File: config.mk
export PLATFORM = sky130hd
export DESIGN_NAME = cdp_rdma_ig
export DESIGN_NICKNAME = d
export VERILOG_FILES = /design/src/logic/cdp_rdma_cfg_pkg.sv /design/src/logic/cdp_rdma_req_pkg.sv /design/src/logic/cdp_rdma_addr_gen.sv /design/src/logic/cdp_rdma_cube_walk.sv /design/src/logic/cdp_rdma_ig.sv /design/src/logic/cdp_rdma_ig_ctrl.sv /design/src/logic/cdp_rdma_stall_perf.sv
export SDC_FILE = /design/constraint.sdc
export NUM_CORES = 1
export LEC_CHECK = 0
export ABC_AREA = 1
export BUFFER_PORTS_ARGS = -buffer_cell sky130_fd_sc_hd__buf_4
export CAP_MARGIN = 20
export CORE_MARGIN = 8
export CORE_UTILIZATION = 60
export DETAILED_ROUTE_END_ITERATION = 8
export PLACE_DENSITY = 0.8
export SLEW_MARGIN = 20
export SYNTH_ARGS = -nofsm -noshare
export SYNTH_HDL_FRONTEND = slang
export SYNTH_SLANG_ARGS = --single-unit
File: constraint.sdc
create_clock -name nvdla_core_clk -period 10.9 [get_ports nvdla_core_clk]
set_input_delay 1.635 -clock nvdla_core_clk [delete_from_list [all_inputs] [get_ports nvdla_core_clk]]
set_output_delay 1.635 -clock nvdla_core_clk [all_outputs]
set_load 0.05 [all_outputs]
File: src/logic/cdp_rdma_cfg_pkg.sv
/*
 * pooling read DMA ingress, layer configuration
 * atomic constants, geometry widths and the per-layer
 * register view seen by the cube walk and the address generator
 */
package cdp_rdma_cfg_pkg;

  // ==============================
  // atomic constants
  // ==============================
  // one atom is one 32 byte memory word
  localparam int atom_bytes_c = 32;
  localparam int atom_shift_c = $clog2(atom_bytes_c);
  // atoms fetched per width group
  localparam int w_group_c = 8;

  // ==============================
  // widths
  // ==============================
  localparam int dim_w_c = 13;
  localparam int addr_w_c = 64;
  localparam int stride_w_c = 32;
  localparam int perf_w_c = 32;

  // cube dimension, stored minus one
  typedef logic [dim_w_c-1:0] dim_t;

  // ==============================
  // layer configuration
  // ==============================
  typedef struct packed {
    // channels minus one, in bytes
    dim_t channel;
    // lines minus one
    dim_t height;
    // atoms per line minus one
    dim_t width;
    logic [addr_w_c-1:0] base_addr;
    // byte distance between lines
    logic [stride_w_c-1:0] line_stride;
    // byte distance between channel groups
    logic [stride_w_c-1:0] surf_stride;
    // stall counting enable
    logic dma_en;
  } cdp_rdma_cfg_t;

endpackage

File: src/logic/cdp_rdma_req_pkg.sv
/*
 * pooling read DMA ingress, request side types
 * read request payload, context queue entry for egress
 * and the cube walk position flags
 */
package cdp_rdma_req_pkg;

  // ==============================
  // read request
  // ==============================
  // atoms in a request minus one, 0..7
  typedef logic [2:0] req_size_t;

  typedef struct packed {
    req_size_t size;
    logic [cdp_rdma_cfg_pkg::addr_w_c-1:0] addr;
  } dma_rd_req_t;

  // ==============================
  // context queue entry
  // ==============================
  // egress uses the flags to know where the
  // returning data sits in the cube
  typedef struct packed {
    logic last_c;
    logic last_h;
    logic last_w;
    req_size_t size;
  } cq_entry_t;

  // ==============================
  // walk position
  // ==============================
  typedef struct packed {
    // last width group of the line
    logic last_w;
    // last channel group of the width group
    logic last_c;
    // last line of the cube
    logic last_h;
  } walk_pos_t;

endpackage

File: src/logic/cdp_rdma_addr_gen.sv
/*
 * pooling read DMA ingress address generator
 * line base, group base and request address registers,
 * request size from the width remainder
 */
`timescale 1ns/1ps

module cdp_rdma_addr_gen (
  input  logic                                  nvdla_core_clk,
  input  logic                                  nvdla_core_rstn,
  input  cdp_rdma_cfg_pkg::cdp_rdma_cfg_t       cfg,
  input  logic                                  op_load,
  input  logic                                  cmd_accept,
  input  cdp_rdma_req_pkg::walk_pos_t           pos,
  output logic [cdp_rdma_cfg_pkg::addr_w_c-1:0] req_addr,
  output cdp_rdma_req_pkg::req_size_t           req_size
);

  import cdp_rdma_cfg_pkg::*;

  localparam int pad_w = addr_w_c - 4 - atom_shift_c;

  logic [addr_w_c-1:0] line_base;
  logic [addr_w_c-1:0] grp_base;
  logic [addr_w_c-1:0] surf_ext;
  logic [addr_w_c-1:0] line_ext;
  logic [addr_w_c-1:0] grp_step;
  logic [addr_w_c-1:0] next_line;
  logic [addr_w_c-1:0] next_grp;
  logic [3:0]          req_atoms;

  // ==============================
  // request size
  // ==============================
  // full group except at the end of the line
  assign req_size = pos.last_w ? cfg.width[2:0] : 3'(w_group_c - 1);
  // one extra bit so a full group of 8 fits
  assign req_atoms = {1'b0, req_size} + 4'd1;

  // ==============================
  // next addresses
  // ==============================
  assign surf_ext = {{(addr_w_c-stride_w_c){1'b0}}, cfg.surf_stride};
  assign line_ext = {{(addr_w_c-stride_w_c){1'b0}}, cfg.line_stride};
  // atoms of this group in bytes
  assign grp_step = {{pad_w{1'b0}}, req_atoms, {atom_shift_c{1'b0}}};

  assign next_line = line_base + line_ext;
  assign next_grp  = grp_base + grp_step;

  // ==============================
  // address registers
  // ==============================
  always_ff @(posedge nvdla_core_clk or negedge nvdla_core_rstn) begin
    if (!nvdla_core_rstn) begin
      line_base <= '0;
      grp_base  <= '0;
      req_addr  <= '0;
    end else if (op_load) begin
      line_base <= cfg.base_addr;
      grp_base  <= cfg.base_addr;
      req_addr  <= cfg.base_addr;
    end else if (cmd_accept) begin
      if (!pos.last_c) begin
        // next channel group, same width group
        req_addr <= req_addr + surf_ext;
      end else if (!pos.last_w) begin
        // back to first channel group of the next width group
        grp_base <= next_grp;
        req_addr <= next_grp;
      end else begin
        // start of the next line
        line_base <= next_line;
        grp_base  <= next_line;
        req_addr  <= next_line;
      end
    end
  end

endmodule

File: src/logic/cdp_rdma_cube_walk.sv
/*
 * pooling read DMA ingress cube walk
 * channel group, width group and line counters,
 * order is channel groups inside width groups inside lines
 */
`timescale 1ns/1ps

module cdp_rdma_cube_walk (
  input  logic                            nvdla_core_clk,
  input  logic                            nvdla_core_rstn,
  input  cdp_rdma_cfg_pkg::cdp_rdma_cfg_t cfg,
  input  logic                            cmd_accept,
  output cdp_rdma_req_pkg::walk_pos_t     pos
);

  import cdp_rdma_cfg_pkg::*;

  // channel group count bits
  localparam int cg_w = dim_w_c - atom_shift_c;
  localparam int wg_shift = $clog2(w_group_c);
  // width group count bits
  localparam int wg_w = dim_w_c + 1 - wg_shift;

  logic [cg_w-1:0]    c_cnt;
  logic [wg_w-1:0]    w_cnt;
  dim_t               h_cnt;
  logic [dim_w_c:0]   width_use;
  logic [wg_w-1:0]    w_groups;
  logic               is_last_c;
  logic               is_last_w;
  logic               is_last_h;
  logic               slice_end;
  logic               cube_end;

  // ==============================
  // width groups per line
  // ==============================
  assign width_use = {1'b0, cfg.width} + 1'b1;
  // round up, partial last group counts as one
  assign w_groups = width_use[dim_w_c:wg_shift] + wg_w'(|width_use[wg_shift-1:0]);

  // ==============================
  // position flags
  // ==============================
  // channel field holds bytes, upper bits give groups minus one
  assign is_last_c = (c_cnt == cfg.channel[dim_w_c-1:atom_shift_c]);
  assign is_last_w = (w_cnt == w_groups - 1'b1);
  assign is_last_h = (h_cnt == cfg.height);
  assign slice_end = is_last_c & is_last_w;
  assign cube_end  = slice_end & is_last_h;

  assign pos = '{last_w: is_last_w, last_c: is_last_c, last_h: is_last_h};

  // ==============================
  // counters
  // ==============================
  // all three end at zero, ready for the next layer
  always_ff @(posedge nvdla_core_clk or negedge nvdla_core_rstn) begin
    if (!nvdla_core_rstn) begin
      c_cnt <= '0;
      w_cnt <= '0;
      h_cnt <= '0;
    end else if (cmd_accept) begin
      // innermost, channel groups
      if (is_last_c) begin
        c_cnt <= '0;
      end else begin
        c_cnt <= c_cnt + 1'b1;
      end
      // width group steps after its last channel group
      if (slice_end) begin
        w_cnt <= '0;
      end else if (is_last_c) begin
        w_cnt <= w_cnt + 1'b1;
      end
      // next line after a full slice
      if (cube_end) begin
        h_cnt <= '0;
      end else if (slice_end) begin
        h_cnt <= h_cnt + 1'b1;
      end
    end
  end

endmodule

File: src/logic/cdp_rdma_ig.sv
/*
 * pooling read DMA ingress stage
 * walks the input cube per layer, issues one read request and
 * one context entry per step, reports stall cycles per layer
 */
`timescale 1ns/1ps

module cdp_rdma_ig (
  input  logic                                  nvdla_core_clk,
  input  logic                                  nvdla_core_rstn,
  input  logic                                  op_en,
  input  cdp_rdma_cfg_pkg::cdp_rdma_cfg_t       cfg,
  input  logic                                  eg2ig_done,
  // read request to memory
  output logic                                  dma_req_valid,
  input  logic                                  dma_req_ready,
  output cdp_rdma_req_pkg::dma_rd_req_t         dma_req_pd,
  // context queue to egress
  output logic                                  cq_valid,
  input  logic                                  cq_ready,
  output cdp_rdma_req_pkg::cq_entry_t           cq_pd,
  output logic [cdp_rdma_cfg_pkg::perf_w_c-1:0] perf_stall_d0,
  output logic [cdp_rdma_cfg_pkg::perf_w_c-1:0] perf_stall_d1
);

  import cdp_rdma_cfg_pkg::*;
  import cdp_rdma_req_pkg::*;

  logic                op_load;
  logic                cmd_accept;
  logic                layer_done;
  walk_pos_t           pos;
  logic [addr_w_c-1:0] req_addr;
  req_size_t           req_size;

  // ==============================
  // control and walk
  // ==============================
  cdp_rdma_ig_ctrl u_ctrl (
    .nvdla_core_clk  (nvdla_core_clk),
    .nvdla_core_rstn (nvdla_core_rstn),
    .op_en           (op_en),
    .eg2ig_done      (eg2ig_done),
    .pos             (pos),
    .dma_req_ready   (dma_req_ready),
    .cq_ready        (cq_ready),
    .dma_req_valid   (dma_req_valid),
    .cq_valid        (cq_valid),
    .op_load         (op_load),
    .cmd_accept      (cmd_accept),
    .layer_done      (layer_done)
  );

  cdp_rdma_cube_walk u_cube_walk (
    .nvdla_core_clk  (nvdla_core_clk),
    .nvdla_core_rstn (nvdla_core_rstn),
    .cfg             (cfg),
    .cmd_accept      (cmd_accept),
    .pos             (pos)
  );

  cdp_rdma_addr_gen u_addr_gen (
    .nvdla_core_clk  (nvdla_core_clk),
    .nvdla_core_rstn (nvdla_core_rstn),
    .cfg             (cfg),
    .op_load         (op_load),
    .cmd_accept      (cmd_accept),
    .pos             (pos),
    .req_addr        (req_addr),
    .req_size        (req_size)
  );

  // stall counting and perf registers
  cdp_rdma_stall_perf u_stall_perf (
    .nvdla_core_clk  (nvdla_core_clk),
    .nvdla_core_rstn (nvdla_core_rstn),
    .dma_en          (cfg.dma_en),
    .dma_req_valid   (dma_req_valid),
    .dma_req_ready   (dma_req_ready),
    .layer_done      (layer_done),
    .perf_stall_d0   (perf_stall_d0),
    .perf_stall_d1   (perf_stall_d1)
  );

  // ==============================
  // payloads
  // ==============================
  // both come from registers, steady until accepted
  assign dma_req_pd = '{size: req_size, addr: req_addr};
  assign cq_pd = '{last_c: pos.last_c, last_h: pos.last_h, last_w: pos.last_w,
                   size: req_size};

endmodule

File: src/logic/cdp_rdma_ig_ctrl.sv
/*
 * pooling read DMA ingress control
 * layer start and stop, hold until egress is done,
 * joint valid and accept for the DMA and context queue ports
 */
`timescale 1ns/1ps

module cdp_rdma_ig_ctrl (
  input  logic                       nvdla_core_clk,
  input  logic                       nvdla_core_rstn,
  input  logic                       op_en,
  input  logic                       eg2ig_done,
  input  cdp_rdma_req_pkg::walk_pos_t pos,
  input  logic                       dma_req_ready,
  input  logic                       cq_ready,
  output logic                       dma_req_valid,
  output logic                       cq_valid,
  output logic                       op_load,
  output logic                       cmd_accept,
  output logic                       layer_done
);

  logic active;
  logic hold;

  // ==============================
  // layer state
  // ==============================
  // load only when idle and egress has drained the last layer
  assign op_load = op_en & ~active & ~hold;
  // final step of the cube taken
  assign layer_done = cmd_accept & pos.last_w & pos.last_c & pos.last_h;

  always_ff @(posedge nvdla_core_clk or negedge nvdla_core_rstn) begin
    if (!nvdla_core_rstn) begin
      active <= 1'b0;
    end else if (layer_done) begin
      active <= 1'b0;
    end else if (op_load) begin
      active <= 1'b1;
    end
  end

  // bubble after the layer, released by egress
  always_ff @(posedge nvdla_core_clk or negedge nvdla_core_rstn) begin
    if (!nvdla_core_rstn) begin
      hold <= 1'b0;
    end else if (layer_done) begin
      hold <= 1'b1;
    end else if (eg2ig_done) begin
      hold <= 1'b0;
    end
  end

  // ==============================
  // joint handshake
  // ==============================
  // each side is only offered when the other can take it,
  // so both ports accept on the same cycle
  assign dma_req_valid = active & cq_ready;
  assign cq_valid      = active & dma_req_ready;
  assign cmd_accept    = active & dma_req_ready & cq_ready;

endmodule

File: src/logic/cdp_rdma_stall_perf.sv
/*
 * pooling read DMA ingress stall counter
 * counts cycles where the request waits on the DMA port,
 * result lands in two ping-pong perf registers per layer
 */
`timescale 1ns/1ps

module cdp_rdma_stall_perf (
  input  logic                                  nvdla_core_clk,
  input  logic                                  nvdla_core_rstn,
  input  logic                                  dma_en,
  input  logic                                  dma_req_valid,
  input  logic                                  dma_req_ready,
  input  logic                                  layer_done,
  output logic [cdp_rdma_cfg_pkg::perf_w_c-1:0] perf_stall_d0,
  output logic [cdp_rdma_cfg_pkg::perf_w_c-1:0] perf_stall_d1
);

  import cdp_rdma_cfg_pkg::*;

  logic [perf_w_c-1:0] stall_cnt;
  logic                stall;
  logic                layer_flag;

  // request offered but memory not taking it
  assign stall = dma_en & dma_req_valid & ~dma_req_ready;

  // ==============================
  // stall count, per layer
  // ==============================
  always_ff @(posedge nvdla_core_clk or negedge nvdla_core_rstn) begin
    if (!nvdla_core_rstn) begin
      stall_cnt <= '0;
    end else if (layer_done) begin
      stall_cnt <= '0;
    end else if (stall) begin
      stall_cnt <= stall_cnt + 1'b1;
    end
  end

  // selects d0 or d1, first layer to d0
  always_ff @(posedge nvdla_core_clk or negedge nvdla_core_rstn) begin
    if (!nvdla_core_rstn) begin
      layer_flag <= 1'b0;
    end else if (layer_done) begin
      layer_flag <= ~layer_flag;
    end
  end

  // ping-pong result registers
  always_ff @(posedge nvdla_core_clk or negedge nvdla_core_rstn) begin
    if (!nvdla_core_rstn) begin
      perf_stall_d0 <= '0;
      perf_stall_d1 <= '0;
    end else if (layer_done) begin
      if (layer_flag) begin
        perf_stall_d1 <= stall_cnt;
      end else begin
        perf_stall_d0 <= stall_cnt;
      end
    end
  end

endmodule

# [Word level (Yosys, flattened, before mapping)]
# Cells that the tools add are included.
[word_totals] ff_bits=323 latchBits=0 mem_bits_rw=0 romBits=0 out_inout_bits=139 elab_cells=80 mem_count=0
[op_classes] addsub=11 multipliers=0 n_div=0 magnitude_cmp=0 eq_ne=3 shift=0 mux=23 bitwise=16 reduce_logical=15
[op_table] cell="2-to-1 mux 64 bit" count=11
[op_table] cell="adder 64 x 32 -> 64 bit" count=2
[op_table] cell="adder 64 x 9 -> 64 bit" count=1
[op_table] cell="2-to-1 mux 32 bit" count=2
[op_table] cell="adder 32 x 1 -> 32 bit (second input constant)" count=1
[op_table] cell="2-to-1 mux 13 bit" count=2
[op_table] cell="2-to-1 mux 11 bit" count=2
[op_table] cell="nonzero test 2 bit" count=8
[op_table] cell="adder 13 x 1 -> 14 bit (second input constant)" count=1
[op_table] cell="adder 13 x 1 -> 13 bit (second input constant)" count=1
[op_table] cell="== test 13 bit" count=1
[op_table] cell="bitwise AND 1 bit" count=12
[op_table] cell="adder 11 x 1 -> 11 bit" count=1
[op_table] cell="adder 11 x 1 -> 11 bit (second input constant)" count=1
[op_table] cell="== test 11 bit" count=1
[op_table] cell="subtractor 11 x 1 -> 11 bit (second input constant)" count=1
[op_table] cell="AND reduction 2 bit" count=5
[op_table] cell="adder 8 x 1 -> 8 bit (second input constant)" count=1
[op_table] cell="== test 8 bit" count=1
[op_table] cell="2-to-1 mux 8 bit" count=1
[op_table] cell="adder 3 x 1 -> 4 bit (second input constant)" count=1
[op_table] cell="2-to-1 mux 1 bit" count=4
[op_table] cell="NOT 1 bit" count=4
[op_table] cell="2-to-1 mux 3 bit" count=1
[op_table] cell="other kinds (2)" count=2

# [Longest topological paths before layout]
[logic_depth] word_depth=12 ltp_mapped=42 ltp_nobuf=39

# [Hierarchy]
# From an unflattened synthesis, not the netlist that was laid out.
[unflattened] cells_unflattened=4332 area_unflattened_um2=26656.8
[by_module_without_submodules] module="cdp_rdma_addr_gen" n_inst=1 cells_per_inst=3344 area_each_um2=19309.8 seq_area_each_um2=4804.6
[by_module_without_submodules] module="cdp_rdma_stall_perf" n_inst=1 cells_per_inst=506 area_each_um2=4250.3 seq_area_each_um2=2427.3
[by_module_without_submodules] module="cdp_rdma_cube_walk" n_inst=1 cells_per_inst=462 area_each_um2=2952.8 seq_area_each_um2=800.8
[by_module_without_submodules] module="cdp_rdma_ig_ctrl" n_inst=1 cells_per_inst=17 area_each_um2=121.4 seq_area_each_um2=50.0
[by_module_without_submodules] module="cdp_rdma_ig" n_inst=1 cells_per_inst=3 area_each_um2=22.5 seq_area_each_um2=0.0

# [Worst setup path before layout]
# Ideal clock, no wire load.
[synth_path] path_kind="input -> register" start="input cfg[131] in the netlist's numbering" end="register u_addr_gen.req_addr[58] in the netlist's numbering" setup_time_ns=0.119 arrival_ns=6.600 t_required_ns=10.781 path_slack_ns=4.182 path_stages=36 path_cell_list="inv_1 > nor2_4 > xnor2_1 > ha_1 > ha_1 > nand3_1 > nor2_2 > nand2_1 > nor2_2 > nand2_1 > nand2_1 > nand2_1 > nor2_4 > nand2_4 > buf_2 > buf_2 > or2_2 > ha_1 > xnor2_1 > inv_1 > ha_1 > nand2_1 > nor2_1 > inv_1 > o21ai_0 > nand2_1 > nor2_1 > nand3_1 > nor3_1 > nand3_1 > nand2_1 > nand3_1 > nand2_1 > nand2_1 > a21oi_1 > nor2_1"
[synth_lines] item="start: declaration" line="cdp_rdma_ig.sv:12" rtl="input cdp_rdma_cfg_pkg::cdp_rdma_cfg_t cfg,"
[synth_lines] item="end signal: assignment" line="cdp_rdma_addr_gen.sv:62" rtl="req_addr <= cfg.base_addr;"
[synth_lines] item="end signal: assignment" line="cdp_rdma_addr_gen.sv:66" rtl="req_addr <= req_addr + surf_ext;"
[synth_lines] item="end signal: assignment" line="cdp_rdma_addr_gen.sv:70" rtl="req_addr <= next_grp;"
[synth_lines] item="end: declaration" line="cdp_rdma_addr_gen.sv:15" rtl="output logic [cdp_rdma_cfg_pkg::addr_w_c-1:0] req_addr,"

# [Worst setup path after layout]
[layout_path] start="input cfg[131] in the netlist's numbering" end="register u_addr_gen.req_addr[58] in the netlist's numbering"
[layout_via] elab_chain_cells=12
[layout_rtl] item="adder 13 x 1 -> 14 bit" line="cdp_rdma_cube_walk.sv:38" rtl="assign width_use = {1'b0, cfg.width} + 1'b1;"
[layout_rtl] item="OR reduction 3 bit" line="cdp_rdma_cube_walk.sv:40" rtl="assign w_groups = width_use[dim_w_c:wg_shift] + wg_w'(|width_use[wg_shift-1:0]);"
[layout_rtl] item="adder 11 x 1 -> 11 bit" line="cdp_rdma_cube_walk.sv:40"
[layout_rtl] item="subtractor 11 x 1 -> 11 bit" line="cdp_rdma_cube_walk.sv:47" rtl="assign is_last_w = (w_cnt == w_groups - 1'b1);"
[layout_rtl] item="== test 11 bit" line="cdp_rdma_cube_walk.sv:47"
[layout_rtl] item="2-to-1 mux 3 bit" line="cdp_rdma_addr_gen.sv:36" rtl="assign req_size = pos.last_w ? cfg.width[2:0] : 3'(w_group_c - 1);"
[layout_rtl] item="adder 3 x 1 -> 4 bit" line="cdp_rdma_addr_gen.sv:38" rtl="assign req_atoms = {1'b0, req_size} + 4'd1;"
[layout_rtl] item="adder 64 x 9 -> 64 bit" line="cdp_rdma_addr_gen.sv:49" rtl="assign next_grp = grp_base + grp_step;"
[layout_rtl] item="2-to-1 mux 64 bit *" line="cdp_rdma_addr_gen.sv:67" rtl="end else if (!pos.last_w) begin"
[layout_rtl] item="2-to-1 mux 64 bit *" line="cdp_rdma_addr_gen.sv:64" rtl="if (!pos.last_c) begin"
[layout_rtl] item="2-to-1 mux 64 bit *" line="cdp_rdma_addr_gen.sv:63" rtl="end else if (cmd_accept) begin"
[layout_rtl] item="2-to-1 mux 64 bit *" line="cdp_rdma_addr_gen.sv:59" rtl="end else if (op_load) begin"
# Every way passes the cells marked *; elsewhere a longest branch is shown, timed or not. The select of a mux whose other input is x is not followed.
# A chain may end at the register's enable or synchronous reset.

==> results.md <==
* Outcome: finished, final reports clean
* Crit end category: register
* WS Path Type: in2reg
* Synth cell types at 52
* F_max at 132 MHz
* Slowest cell on crit path: nor3_1
* Post-Place Cells at 4588
* IO Count at 313
* CTS root buffer: clkbuf_16
* CTS tree: built
* Power density of the placed cells at 254 nW/um2
* FP Rows at 75
* Non-filler cells, final at 4660
* Post-synthesis area per instance at 6.53 um2
* Worst-skew pair later-pin latency at 590 ps
* Critical Path Start Type: input pin
* CP dominant cell by count: nand2_1
* Synth cell count leaders: nand2_1 (1104), inv_1 (465), nor2_1 (439)
* Yosys top cell by area: dfrtp_1
* Die width at 220 um
* Maximum capacitance violations at 0
* DRC Markers at 0
* Initial antenna violation count at 1
* Part of the cycle the worst path needs at 0.696
* Most common cell in the netlist: nand2_1
* Clk buf depth at 3
* Die area at 48500 um2
* Reg clk slew, reported paths at 60 ps
* Synth top area share at 0.323
* Critical Path RT at 11370 ps
* Global-route wire length before repair at 143000 um
* Routed Antenna Nets at 0
* IO Port Bufs at 307
* Initial Util at 0.602
* Storage element area at 8080 um2
* Largest net degree at the start of global routing at 164
* Clk_skew at 18.6 ps
* Final min period at 7580 ps
* DRT Pass-1 Iters at 5
* TritonCTS buffer count at 39
* Final net count at 4342
* Vias at 27300
* Diode count at 0
* Max_slew headroom at 0.333
* Worst-path maximum fanout at 15
* Final WL at 92900 um
* Mapped Nets at 4084
* Worst Path Arrival at 8050 ps
* Post-CTS Hold Buffers at 0
* Maximum vdd drop at 0.000125 V
* Post-CTS Setup Inserts at 0
* Slowest cell delay on critical path at 490 ps
* Post-synth EDFFs at 0
* Vias in the first global route at 26000
* Synth warn at 0
* Final Max Tran Viols at 0
* Iteration-0 DRC Markers at 3350
* Origin of the critical flop-to-flop path: u_cube_walk.w_cnt[0]
* CTS resizes at 0
* Multi-input combinational cell area at 14600 um2
* RSZ-0062 raised after global routing: false
* Ys async rst share at 1.00
* H-Tree Level Count at 2
* Layout overhead on the synthesized area at 16.0%
* Synth area leaders: dfrtp_1 (32%), nand2_1 (17%), inv_1 (7.0%)
* Routed length per instance at 19.9 um
* Fraction of layout cells with a size suffix above 1 at 0.113
* Hold Fails Final Rpt at 0
* Post-Syn Area at 25000 um2
* All-Layer GR Usage at 0.381
* Global route overflow at 0
* Dpl hpwl at 72400 um
* Die height at 220 um
* Register area share after synthesis at 0.323
* Placed cell area at 27600 um2
* Main synth FF type: dfrtp_1
* Final setup vio count at 0
* Gate count of the mapped netlist at 3832
* GPL Wtd Cong at 1.07
* Placeable Area at 41600 um2
* Seq cells post-synth at 323
* Hold Crit Class: reg2reg
* Finished Cell Area at 29000 um2
* Fillers at 3786
* CTS sink cnt at 323
* Sum of negative setup slack at 0 ps
* CP Launch Point: cfg[131]
* Cell leakage power at 14.7 nW
* DR vias/cell at 5.85
* Min-delay src: u_stall_perf.perf_stall_d1[10]
* Slew @ Worst Pin at 1000 ps
## per-layer routing
metal | global-route usage | up-vias | wire [um]
met5 | 0 | - | 13
met4 | 0.194 | 2 | 5200
met3 | 0.0867 | 265 | 10200
met2 | 0.588 | 1429 | 40500
met1 | 0.498 | 12500 | 37000
li1 | - | 13000 | -
## power by group
group          leakage [nW]  internal, mW  switching (mW)  total (mW)
Combinational          10.3          1.29            2.65        3.94
Clock                 0.656         0.825           0.569        1.39
Sequential             3.78          1.57           0.450        2.02
## critical path: cells and delay by family
kind	cells	cell delay [ps]
adders and majority gates	4	970
and+or+nand+nor	23	4310
AOI/OAI and AO/OA	2	510
buffers and inverters	4	310
xor gates and xnor gates	2	300
## state kept, by name, summed over array words and instances (netlist names)
name                        count
u_addr_gen.grp_base            64
u_addr_gen.line_base           64
u_addr_gen.req_addr            64
u_stall_perf.perf_stall_d0     32
u_stall_perf.perf_stall_d1     32
u_stall_perf.stall_cnt         32
u_cube_walk.h_cnt              13
u_cube_walk.w_cnt              11
u_cube_walk.c_cnt               8
u_ctrl.active                   1
u_ctrl.hold                     1
u_stall_perf.layer_flag         1
## cells in the final DEF (no fill, tap or decap), types with 4 or more instances in the layout
cell and n:
clkbuf_16 39, nor3_1 93, bufinv_16 4, a31oi_1 83, o21bai_1 17, and3_1 4, nor2_1 437, a21oi_1 178
nand4_1 79, nor3b_1 5, a21o_1 15, inv_2 6, o41ai_1 10, clkbuf_8 9, xor2_1 87, dfrtp_1 323
a21boi_0 7, o211ai_1 29, o21ai_0 192, o31ai_1 5, a22oi_1 5, nand3_1 268, nand2_4 6, clkbuf_1 9
nand3b_1 30, nor2_2 6, nor2_4 6, xnor2_1 50, o21a_1 9, nor4_1 25, o21ai_1 40, buf_4 326
ha_1 75, nand2_1 1103, inv_1 464, or2_2 42
## area by class of cell
cell class	instances	area share
Sequential cell	323	0.279
Inverter	471	0.0609
Clock buffer	57	0.0391
Timing Repair Buffer	328	0.0856
Tap cell	539	0.0232
Multi-Input combinational cell	2927	0.505
Clock inverter	15	0.00794
## stage by stage
step / util / hold slack, ps / worst slack (ps) / power (mW)
2_1_floorplan: - / 465 / 4180 / 4.62
3_3_place_gp: 0.665 / 470 / 3020 / 5.80
3_5_place_dp: 0.665 / 479 / 2880 / 5.83
4_1_cts: 0.698 / 494 / 3480 / 7.25
5_1_grt: 0.698 / 519 / 2740 / 7.83
6_report: 0.698 / 492 / 3320 / 7.36
## cells by family after synthesis
kind of cell	count (synthesis)	share of synthesized area
xor+xnor	137	0.0480
compound gates	596	0.134
fa+ha+maj	78	0.0399
flops	323	0.323
buf+inv	582	0.0928
simple gates	2116	0.362
## path summary, 6_finish.rpt
kind                                                  end  slack [ps]  cells after the start
max in group asynchronous        u_addr_gen.line_base[21]        8390                      2
min reg2reg                u_stall_perf.perf_stall_d1[10]         490                      2
max                               u_addr_gen.req_addr[58]        3320                     35
min                        u_stall_perf.perf_stall_d1[10]         490                      2
min in group asynchronous           u_cube_walk.w_cnt[10]        1040                      1
max reg2reg                       u_addr_gen.req_addr[58]        5080                     27
(Power assumes the default switching activity.)
